--- src/cache_geom_pkg.sv ---
`default_nettype none

package cache_geom_pkg;

	//////////////////////////////
	// geometry
	//////////////////////////////

	localparam int num_ways = 8;
	localparam int way_idx_w = 3;
	localparam int addr_w = 16;

	typedef logic [addr_w-1:0] line_addr_t; // low bits index the set
	typedef logic [way_idx_w-1:0] way_idx_t;

	typedef struct packed {
		logic [num_ways-1:0] valid;
		line_addr_t [num_ways-1:0] tag; // full line address per way
	} tag_entry_t;

	typedef logic [num_ways-2:0] plru_bits_t; // node 0 is the root

	//////////////////////////////
	// set access
	//////////////////////////////

	typedef struct packed {
		logic req;
		logic lock; // hold grant for the write
		logic [7:0] set_idx;
		logic wr_tags;
		logic wr_plru;
		tag_entry_t tags;
		plru_bits_t plru;
	} set_cmd_t;

	typedef struct packed {
		tag_entry_t tags;
		plru_bits_t plru;
	} set_data_t;

endpackage

`default_nettype wire
--- src/dir_xact_pkg.sv ---
`default_nettype none

package dir_xact_pkg;

	import cache_geom_pkg::*;

	typedef struct packed {
		logic valid; // one-cycle strobe
		line_addr_t addr;
	} lookup_req_t;

	typedef struct packed {
		logic valid;
		logic hit;
		way_idx_t way;
	} lookup_rsp_t;

	typedef struct packed {
		logic valid;
		line_addr_t addr;
	} fill_req_t;

	typedef struct packed {
		logic valid;
		way_idx_t way;
		logic was_present; // line was already installed
	} fill_rsp_t;

endpackage

`default_nettype wire

--- src/tag_dir_top.sv ---
`timescale 1ns/1ps
`default_nettype none

module tag_dir_top
	import cache_geom_pkg::*;
	import dir_xact_pkg::*;
#(
	parameter int num_sets = 16
) (
	input wire logic clk,
	input wire logic reset,
	input wire lookup_req_t lookup_req,
	output lookup_rsp_t lookup_rsp,
	input wire fill_req_t fill_req,
	output fill_rsp_t fill_rsp
);

	localparam int set_w = $clog2(num_sets);

	set_cmd_t lookup_cmd;
	set_cmd_t fill_cmd;
	set_cmd_t ram_cmd;
	logic lookup_gnt;
	logic fill_gnt;
	set_data_t ram_data; // read data seen by both engines

	//////////////////////////////
	// engines
	//////////////////////////////

	lookup_engine #(.num_sets(num_sets)) lookup_i (
		.clk(clk),
		.reset(reset),
		.req(lookup_req),
		.rsp(lookup_rsp),
		.cmd(lookup_cmd),
		.gnt(lookup_gnt),
		.data(ram_data)
	);

	fill_engine #(.num_sets(num_sets)) fill_i (
		.clk(clk),
		.reset(reset),
		.req(fill_req),
		.rsp(fill_rsp),
		.cmd(fill_cmd),
		.gnt(fill_gnt),
		.data(ram_data)
	);

	//////////////////////////////
	// shared set state
	//////////////////////////////

	state_arbiter arb_i (
		.clk(clk),
		.reset(reset),
		.lookup_cmd(lookup_cmd),
		.fill_cmd(fill_cmd),
		.lookup_gnt(lookup_gnt),
		.fill_gnt(fill_gnt),
		.ram_cmd(ram_cmd)
	);

	set_state_ram #(.num_sets(num_sets), .payload_t(tag_entry_t)) tag_ram_i (
		.clk(clk),
		.reset(reset),
		.addr(ram_cmd.set_idx[set_w-1:0]),
		.we(ram_cmd.wr_tags),
		.wdata(ram_cmd.tags),
		.rdata(ram_data.tags)
	);

	set_state_ram #(.num_sets(num_sets), .payload_t(plru_bits_t)) plru_ram_i (
		.clk(clk),
		.reset(reset),
		.addr(ram_cmd.set_idx[set_w-1:0]),
		.we(ram_cmd.wr_plru),
		.wdata(ram_cmd.plru),
		.rdata(ram_data.plru)
	);

endmodule

`default_nettype wire

--- src/fill_engine.sv ---
`timescale 1ns/1ps
`default_nettype none

module fill_engine
	import cache_geom_pkg::*;
	import dir_xact_pkg::*;
#(
	parameter int num_sets = 16
) (
	input wire logic clk,
	input wire logic reset,
	input wire fill_req_t req,
	output fill_rsp_t rsp,
	output set_cmd_t cmd,
	input wire logic gnt,
	input wire set_data_t data
);

	localparam int set_w = $clog2(num_sets);

	typedef enum logic [2:0] {
		st_idle,
		st_read,
		st_decide,
		st_write,
		st_respond
	} state_t;

	state_t state_q;
	line_addr_t addr_q;
	logic present_q;
	way_idx_t way_q;
	tag_entry_t tags_q;
	plru_bits_t plru_q;
	logic hit_found;
	logic free_found;
	way_idx_t hit_way;
	way_idx_t free_way;
	way_idx_t way_sel;
	way_idx_t victim;
	plru_bits_t touched;
	tag_entry_t new_tags;

	plru_tree plru_i (
		.bits(data.plru),
		.touch_way(way_sel),
		.victim(victim),
		.touched_bits(touched)
	);

	always_comb begin
		hit_found = 1'b0;
		free_found = 1'b0;
		hit_way = '0;
		free_way = '0;
		for (int w = num_ways - 1; w >= 0; w--) begin // lowest index wins
			if (data.tags.valid[w] && data.tags.tag[w] == addr_q) begin
				hit_found = 1'b1;
				hit_way = way_idx_t'(w);
			end
			if (!data.tags.valid[w]) begin
				free_found = 1'b1;
				free_way = way_idx_t'(w);
			end
		end

		if (hit_found) way_sel = hit_way;
		else if (free_found) way_sel = free_way;
		else way_sel = victim;

		new_tags = data.tags;
		new_tags.valid[way_sel] = 1'b1;
		new_tags.tag[way_sel] = addr_q; // same value when present
	end

	always_ff @(posedge clk) begin
		if (reset) begin
			state_q <= st_idle;
		end else begin
			case (state_q)
				st_idle: if (req.valid) state_q <= st_read;
				st_read: if (gnt) state_q <= st_decide;
				st_decide: state_q <= st_write;
				st_write: if (gnt) state_q <= st_respond;
				default: state_q <= st_idle;
			endcase
		end
	end

	always_ff @(posedge clk) begin
		if (state_q == st_idle && req.valid) begin
			addr_q <= req.addr;
		end
		if (state_q == st_decide) begin
			present_q <= hit_found;
			way_q <= way_sel;
			tags_q <= new_tags;
			plru_q <= touched;
		end
	end

	always_comb begin
		cmd = '0;
		cmd.set_idx = 8'(addr_q[set_w-1:0]);
		cmd.tags = tags_q;
		cmd.plru = plru_q;
		case (state_q)
			st_read, st_decide: begin
				cmd.req = 1'b1;
				cmd.lock = 1'b1;
			end
			st_write: begin
				cmd.req = 1'b1; // releases the lock
				cmd.wr_tags = 1'b1;
				cmd.wr_plru = 1'b1;
			end
			default: cmd.req = 1'b0;
		endcase
	end

	assign rsp.valid = (state_q == st_respond);
	assign rsp.way = way_q;
	assign rsp.was_present = present_q;

endmodule

`default_nettype wire

--- src/lookup_engine.sv ---
`timescale 1ns/1ps
`default_nettype none

module lookup_engine
	import cache_geom_pkg::*;
	import dir_xact_pkg::*;
#(
	parameter int num_sets = 16
) (
	input wire logic clk,
	input wire logic reset,
	input wire lookup_req_t req,
	output lookup_rsp_t rsp,
	output set_cmd_t cmd,
	input wire logic gnt,
	input wire set_data_t data
);

	localparam int set_w = $clog2(num_sets);

	typedef enum logic [2:0] {
		st_idle,
		st_read,
		st_decide,
		st_write,
		st_respond
	} state_t;

	state_t state_q;
	line_addr_t addr_q;
	logic hit_q;
	way_idx_t way_q;
	plru_bits_t plru_q;
	logic hit_found;
	way_idx_t hit_way;
	plru_bits_t touched;

	plru_tree plru_i (
		.bits(data.plru),
		.touch_way(hit_way),
		.victim(),
		.touched_bits(touched)
	);

	always_comb begin
		hit_found = 1'b0;
		hit_way = '0;
		for (int w = 0; w < num_ways; w++) begin
			if (data.tags.valid[w] && data.tags.tag[w] == addr_q) begin
				hit_found = 1'b1;
				hit_way = way_idx_t'(w);
			end
		end
	end

	always_ff @(posedge clk) begin
		if (reset) begin
			state_q <= st_idle;
		end else begin
			case (state_q)
				st_idle: if (req.valid) state_q <= st_read;
				st_read: if (gnt) state_q <= st_decide;
				st_decide: state_q <= hit_found ? st_write : st_respond;
				st_write: if (gnt) state_q <= st_respond;
				default: state_q <= st_idle;
			endcase
		end
	end

	always_ff @(posedge clk) begin
		if (state_q == st_idle && req.valid) begin
			addr_q <= req.addr;
		end
		if (state_q == st_decide) begin
			hit_q <= hit_found;
			way_q <= hit_way;
			plru_q <= touched;
		end
	end

	always_comb begin
		cmd = '0;
		cmd.set_idx = 8'(addr_q[set_w-1:0]);
		cmd.plru = plru_q;
		case (state_q)
			st_read: begin
				cmd.req = 1'b1;
				cmd.lock = 1'b1;
			end
			st_decide: begin
				cmd.req = 1'b1;
				cmd.lock = hit_found; // miss drops the lock, no write
			end
			st_write: begin
				cmd.req = 1'b1;
				cmd.wr_plru = 1'b1;
			end
			default: cmd.req = 1'b0;
		endcase
	end

	assign rsp.valid = (state_q == st_respond);
	assign rsp.hit = hit_q;
	assign rsp.way = way_q;

endmodule

`default_nettype wire

--- src/plru_tree.sv ---
`timescale 1ns/1ps
`default_nettype none

module plru_tree
	import cache_geom_pkg::*;
(
	input wire plru_bits_t bits,
	input wire way_idx_t touch_way,
	output way_idx_t victim,
	output plru_bits_t touched_bits
);

	//////////////////////////////
	// victim walk
	//////////////////////////////

	always_comb begin
		int node;
		node = 0;
		victim = '0;
		for (int lvl = 0; lvl < way_idx_w; lvl++) begin
			victim[way_idx_w-1-lvl] = bits[node]; // 1 = upper half is older
			node = 2 * node + 1 + int'(bits[node]);
		end
	end

	//////////////////////////////
	// touch update
	//////////////////////////////

	always_comb begin
		int node;
		logic dir;
		node = 0;
		touched_bits = bits;
		for (int lvl = 0; lvl < way_idx_w; lvl++) begin
			dir = touch_way[way_idx_w-1-lvl];
			touched_bits[node] = !dir; // point away from touched way
			node = 2 * node + 1 + int'(dir);
		end
	end

endmodule

`default_nettype wire

--- src/state_arbiter.sv ---
`timescale 1ns/1ps
`default_nettype none

module state_arbiter
	import cache_geom_pkg::*;
(
	input wire logic clk,
	input wire logic reset,
	input wire set_cmd_t lookup_cmd,
	input wire set_cmd_t fill_cmd,
	output logic lookup_gnt,
	output logic fill_gnt,
	output set_cmd_t ram_cmd
);

	logic lock_q; // a read-modify-write is in flight
	logic last_fill_q; // last winner, also the lock owner

	always_comb begin
		lookup_gnt = 1'b0;
		fill_gnt = 1'b0;
		if (lock_q) begin
			lookup_gnt = !last_fill_q; // owner keeps it, req or not
			fill_gnt = last_fill_q;
		end else if (lookup_cmd.req && fill_cmd.req) begin
			lookup_gnt = last_fill_q;
			fill_gnt = !last_fill_q;
		end else begin
			lookup_gnt = lookup_cmd.req;
			fill_gnt = fill_cmd.req;
		end

		ram_cmd = '0; // loser gets no write
		if (lookup_gnt) begin
			ram_cmd = lookup_cmd;
		end else if (fill_gnt) begin
			ram_cmd = fill_cmd;
		end
	end

	always_ff @(posedge clk) begin
		if (reset) begin
			lock_q <= 1'b0;
			last_fill_q <= 1'b0;
		end else if (ram_cmd.req) begin
			lock_q <= ram_cmd.lock; // req without lock ends the hold
			last_fill_q <= fill_gnt;
		end
	end

endmodule

`default_nettype wire

--- src/set_state_ram.sv ---
`timescale 1ns/1ps
`default_nettype none

module set_state_ram #(
	parameter int num_sets = 16,
	parameter type payload_t = logic
) (
	input wire logic clk,
	input wire logic reset,
	input wire logic [$clog2(num_sets)-1:0] addr,
	input wire logic we,
	input wire payload_t wdata,
	output payload_t rdata
);

	payload_t mem [num_sets];

	always_ff @(posedge clk) begin
		if (reset) begin
			for (int i = 0; i < num_sets; i++) begin
				mem[i] <= '0; // all ways invalid, tree at way 0
			end
			rdata <= '0;
		end else begin
			if (we) begin
				mem[addr] <= wdata;
			end
			rdata <= mem[addr]; // old data on a same-cycle write
		end
	end

endmodule

`default_nettype wire

--- config.mk ---
export PLATFORM = sky130hd
export DESIGN_NAME = tag_dir_top
export DESIGN_NICKNAME = d
export VERILOG_FILES = /design/src/cache_geom_pkg.sv /design/src/dir_xact_pkg.sv /design/src/tag_dir_top.sv /design/src/fill_engine.sv /design/src/lookup_engine.sv /design/src/plru_tree.sv /design/src/state_arbiter.sv /design/src/set_state_ram.sv
export SDC_FILE = /design/constraint.sdc
export NUM_CORES = 2
export LEC_CHECK = 0
export BUFFER_PORTS_ARGS = -buffer_cell sky130_fd_sc_hd__buf_2
export CORE_ASPECT_RATIO = 0.5
export CORE_MARGIN = 2
export CORE_UTILIZATION = 64
export DETAILED_ROUTE_END_ITERATION = 6
export PLACE_DENSITY = 0.79
export SLEW_MARGIN = 25
export SYNTH_ARGS = -nofsm -noshare
export SYNTH_HDL_FRONTEND = slang
export SYNTH_SLANG_ARGS = --single-unit
--- constraint.sdc ---
create_clock -name clk -period 10.47 [get_ports clk]
set_input_delay 1.047 -clock clk [delete_from_list [all_inputs] [get_ports clk]]
set_output_delay 1.047 -clock clk [all_outputs]
set_load 0.05 [all_outputs]
======== After elaboration in Yosys (flattened, before gate mapping) ========
Memory sizes are Yosys's and may differ from the RTL's. A register that Yosys moved wholly into a read port is not among the register bits.
Cells that the tools add are included.
storage, ports and cells
  register bits after elaboration ......... 198
  bits in writable memories ............... 2288
  input port bits ......................... 36
  output and inout port bits .............. 10
  word-level logic and storage cells ...... 222
  memories kept ........................... 2
operators by class
  add/sub/neg operators ................... 9
  $lt $le $gt $ge ......................... 12
  equality and inequality tests ........... 30
  muxes and demuxes ....................... 107
  bitwise gates (word level) .............. 1
  reductions and logical operators ........ 40
memories
  memory          depth  width  read ports  clocked after memory_dff  write ports  line                 RTL
  tag_ram_i.mem   16     136    1           1                         16           set_state_ram.sv:16  payload_t mem [num_sets];
  plru_ram_i.mem  16     7      1           1                         16           set_state_ram.sv:16
operators by type and width
  kind                   number
  $mux 155               2
  $eq 16x16->1           16
  $mux 136               1
  $reduce_or 136->1      1
  $bwmux 128             1
  $mux 3                 29
  $lt 32x5->1 const B    2
  $mux 1                 52
  $demux 16 s3           1
  $add 32x2->32          1
  $add 32x2->32 const B  1
  $bwmux 7               4
  $logic_and 1x1->1      24
  $pmux 3 s4             2
  $mux 16                1
  $demux 1 s3            5
  $eq 3x2->1 const B     4
  $add 4x1->5            2
  $ge 5x1->1 const B     2
  $lt 5x4->1 const B     2
  $add 3x1->4 const B    2
  $lt 2x4->1 const B     2
  $mux 4                 2
  $ne 2x1->1 const B     4
  other kinds (18)       36

======== Depth between registers and ports, before layout ========
  word-level depth ........................ 19
  gate-level depth with buffers ........... 14
  gate-level depth less buffers ........... 11

======== Cells and area by module ========
Synthesis repeated with hierarchy kept, for this count alone.
unflattened totals
  cell total of the unflattened synthesis .. 8146
  area, all modules ....................... 120724.5 µm²
by module, submodules not included
  module                       instances  cells each  area an instance (µm²)  sequential area each (µm²)
  set_state_ram (tag_ram_i)    1          6498        100466.4                68065.3
  fill_engine                  1          606         8906.0                  4954.8
  set_state_ram (plru_ram_i)   1          376         5434.0                  3503.4
  lookup_engine                1          402         3716.1                  870.8
  state_arbiter                1          208         1776.7                  40.0
  plru_tree (fill_i.plru_i)    1          32          245.2                   0.0
  plru_tree (lookup_i.plru_i)  1          24          180.2                   0.0

======== Least setup slack after synthesis ========
No wires, ideal clock.
  path kind ............................... flip-flop to flip-flop
  start ................................... reg fill_i.state_q[1]
  end ..................................... reg fill_i.tags_q, in the netlist fill_i.cmd[100], enable pin
  library setup time ...................... 655 ps
  data arrival time ....................... 6656 ps
  data required time ...................... 9815 ps
  path slack .............................. 3159 ps
  stages on the path, launching flop included .. 4
  buffers on the path ..................... 1
  period minus slack after synthesis ...... 7311 ps
  cell sequence ........................... dfxtp_1 > buf_2 > nand2b_1 > nor2_1
between the ends
  longest elaborated chain between the ends .. 1
RTL lines
  what                    line               RTL
  start, declared         fill_engine.sv:29  state_t state_q;
  start signal, assigned  fill_engine.sv:78  state_q <= st_idle;
  start signal, assigned  fill_engine.sv:81  st_idle: if (req.valid) state_q <= st_read;
  start signal, assigned  fill_engine.sv:82  st_read: if (gnt) state_q <= st_decide;
  $eq 3x2->1              fill_engine.sv:94  if (state_q == st_decide) begin
  end signal, assigned    fill_engine.sv:97  tags_q <= new_tags;
  end, declared           fill_engine.sv:33  tag_entry_t tags_q;
No other way between the ends.
A chain may end at the register's enable or synchronous reset.

======== Final worst setup path ========
  start ................................... reg lookup_i.state_q[0]
  end ..................................... reg tag_ram_i.rdata[132] (netlist name)
between the ends
  longest elaborated chain between the ends .. 8
  elaborated cells between the ends (all ways) .. 12
  those cells by class .................... 3 x eq/ne; 7 x mux; 2 x reduce/logical
RTL lines
  what                                             line                 RTL
  start, declared                                  lookup_engine.sv:29  state_t state_q;
  start signal, assigned                           lookup_engine.sv:58  state_q <= st_idle;
  start signal, assigned                           lookup_engine.sv:61  st_idle: if (req.valid) state_q <= st_read;
  start signal, assigned                           lookup_engine.sv:62  st_read: if (gnt) state_q <= st_decide;
  $eq 3x1->1 / $eq 3x2->1 (equally long branches)  lookup_engine.sv:85  case (state_q)
  $reduce_or 3->1 (no source line) (*)             n/a
  $mux 1 (*)                                       lookup_engine.sv:85
  $logic_and 1x1->1                                state_arbiter.sv:25  end else if (lookup_cmd.req && fill_cmd.req) begin
  $mux 1                                           state_arbiter.sv:25
  $mux 1                                           state_arbiter.sv:22  if (lock_q) begin
  $mux 155                                         state_arbiter.sv:36  end else if (fill_gnt) begin
  $mux 155 (*)                                     state_arbiter.sv:34  if (lookup_gnt) begin
Mark *: on every way between the ends. The rest lies on a longest branch, timed or not.

==> impl_metrics.yaml <==
critical_path:
  crit_fanout: 146
  cp_cell_sequence: "o21bai_2 > nor2_1 > a221oi_1 > o21ai_4 > buf_12 > buf_4 > buf_12 > buf_4 > buf_4 > mux2i_1 > o22ai_1 > nor4_1 > nor2_1"
  startpoint: "lookup_i.state_q[0]"
  end_kind: "flip-flop"
  cp.required_ns: 11.20
  r2r-start: "lookup_i.state_q[0]"
  cp_top_family: "buffers and inverters"
  critPathKind: "flip-flop to flip-flop"
  critPathLaunchType: "flip-flop"
  r2r_setup_slack_ns: 3.65
  path_buf_inv: 5
  max_stage_delay_ns: 0.93
  slowest_stage: "buf_4"
  crit_arrival_ns: 7.55
  crit_top_cell: "buf_4"
floorplanning:
  die_h_microns: 302
  core-area_sq_mm: 0.177
  rows: 109
  io_pins: 46
  dieArea_sq_mm: 0.182
  die_x_microns: 601
  initial_core_util_pct: 64.5
detailed_routing:
  ant_nets: 0
  dr_total_vias: 80300
  drt_pass1_iterations: 7
  drc_errors: 1
  drt_iter0_drc: 14200
  drt_wl_total_microns: 364000
  wire_per_inst_microns: 31.5
  vias_per_cell: 6.96
placed_design:
  gp_congestion: 0.961
  dp_hpwl_microns: 187000
  port_buffers: 45
clock_network:
  htreeDepth: 4
  postCtsSetupBuffers: 0
  clock-sinks: 2629
  cts_root_buf: "clkbuf_16"
  clk_latency_ns: 0.91
  cts-resized-gates: 0
  cts_tree: "built"
  cts.clk_slew.worst_paths_ns: 0.07
  cts_hold_buf: 0
  ctsLongestPathBuffers: 4
  cts_made_buffers: 223
power:
  p_seq_share_pct: 38.4
  p_per_area_mw_per_mm2: 279
  p_comb_share_pct: 37.6
  p_switching_mw: 13.7
  internal_power_mw: 20.5
  p_clk_share_pct: 24.1
  swShare_pct: 40.0
  ir_drop_mv: 0.401
  p_leak_nw: 42.9
synthesis:
  yosysSeqAreaShare_pct: 68.0
  synthFlopType: "edfxtp_1"
  async_flop_share_pct: 0
  yosysUniqueCellTypes: 66
  synth_edf_count: 2478
  synth_nets: 9383
  ys.warnings.count: 0
  netlist_instances: 9343
  synthesis.area_sq_mm: 0.114
  syn_avg_cell_area_sq_um: 12.2
  synth_seq_cells: 2629
sta:
  finalSetupViolCount: 0
  finClkSkew_ns: 0.0529
  hold_ws_ns: 0.321
  max_slew_margin_pct: 11.6
  finalCritPeriodShare_pct: 65.2
  worst_pin_slew_ns: 1.33
  fmax_mhz: 147
  setup_tns_ns: 0
  rsz0062_at_grt: "no"
  hold_viol_final: 0
  slew_violations: 0
  min_period_ns: 6.82
cells_and_area:
  final_cell_mix: "2478 x edfxtp_1, 2296 x nor2_1, 1002 x nand2_1"
  syn_to_final_growth_pct: 7.61
  nets: 9006
  layout_commonest_cell: "edfxtp_1"
  fillers: 11900
  layout-drive-gt1-share_pct: 8.73
global_routing:
  met3_usage_pct: 14.4
  grt_pass1_vias: 76300
  antenna_found_initial: 8
  busiest_layer: "met2"
  met2_usage_pct: 57.6
  grt_pass1_wl_microns: 518000
  grt_max_degree: 171
  grt_use_met1_pct: 52.7
  grt_usage_pct: 39.4
  grt_overflow_total: 0
min_path:
  hold_class: "input pin to flip-flop"
  hp-start: "fill_req[11]"
status:
  status: "finished, violations left"
  violations: "design-rule violations"
flow_run:
  cap_violations: 0
==> logic make-up (layout without fill, tap and decap cells) <==
group / Yosys count / count (layout) / synth area share (%)
adder cells (fa/ha/maj): 4 / 4 / 0.0439
buffers and inverters: 832 / 639 / 3.22
AO/OA/AOI/OAI: 1003 / 1003 / 5.98
other: 0 / 5 / 0
XOR/XNOR: 258 / 258 / 1.98
flip-flops: 2629 / 2629 / 68.0
AND/OR/NAND/NOR: 3864 / 3864 / 13.7
multiplexers: 753 / 753 / 7.08
==> per-stage QoR <==
stage	cells	cell area, sq um	utilization, %	total power, mW	worst slack, ns
detailed placement	11100	116000	65.3	25.5	3.87
global placement	11100	115000	65.3	25.3	3.99
global route	11500	123000	69.4	35.0	3.28
CTS	11500	123000	69.3	33.6	3.84
floorplan	9343	114000	-	21.6	3.16
finish	11500	123000	69.4	34.2	3.65
==> cell usage after synthesis (all sizes together), types with 43 or more instances <==
cell type     n  area (sq um)
a221oi       64           738
a22oi        66           495
o22ai       223          1400
nand2      1018          3820
xor2        158          1380
edfxtp     2478         74400
dfxtp       151          3020
nor4        126           795
nor2       2309          8690
clkbuf      404          1520
xnor2       100           876
nand3       202          1050
a22o         62           543
buf         417          2110
nand2b       43           269
and3        105           657
a21oi       365          1830
mux2        134          1510
mux2i       590          5910
a31oi        61           382
o221ai       59           517
==> worst reg2reg max path: cells and delay by family, from the launching register on <==
kind                   cells  cell delay (ns)
muxes                      1             0.34
buffers and inverters      5             4.14
AOI/OAI and AO/OA          4             0.79
and+or+nand+nor            3             0.83
DFF                        1             0.57
==> metal layers <==
metal | part of all wire [%] | routed length (microns)
met5 | 0.011 | 41
met1 | 34 | 124000
met4 | 5.9 | 21400
met2 | 42 | 154000
met3 | 18 | 65000
==> power by group through the flow <==
stage	Combinational, mW	Sequential [mW]	Clock [mW]
6_report	12.9	13.1	8.23
5_1_grt	13.3	13.1	8.56
4_1_cts	12.4	13.0	8.16
3_5_place_dp	12.3	13.2	0
3_3_place_gp	12.0	13.2	0
2_1_floorplan	8.77	12.9	0
==> final timing paths <==
check,cells after the start,end
setup / recovery,13,tag_ram_i.rdata[132]
hold / removal,1,fill_i.addr_q[11]
setup reg to reg,13,tag_ram_i.rdata[132]
hold reg to reg,1,tag_ram_i.mem[14][40]
==> layout make-up <==
type                       instances  area [sq um]  share of cell area, %
tap                             2386          2990                   2.43
multi-input combinational       5882         33300                   27.1
clock inverter                    90           753                  0.614
antenna                            5          12.5                 0.0102
timing repair buffer             219          1840                   1.50
inverter                          11          41.3                 0.0337
clock buffer                     319          6260                   5.11
sequential                      2629         77400                   63.2
==> registers in the layout, summed over array words and instances (netlist names), 3 cells and up <==
signal            flops
plru_ram_i.mem      112
tag_ram_i.rdata     136
fill_i.plru_q         7
fill_i.cmd          136
fill_i.way_q          3
lookup_i.state_q      3
lookup_i.plru_q       7
fill_i.addr_q        16
fill_i.state_q        3
lookup_i.way_q        3
plru_ram_i.rdata      7
lookup_i.addr_q      16
tag_ram_i.mem      2176
No activity file was read; power rests on OpenSTA's default activity.
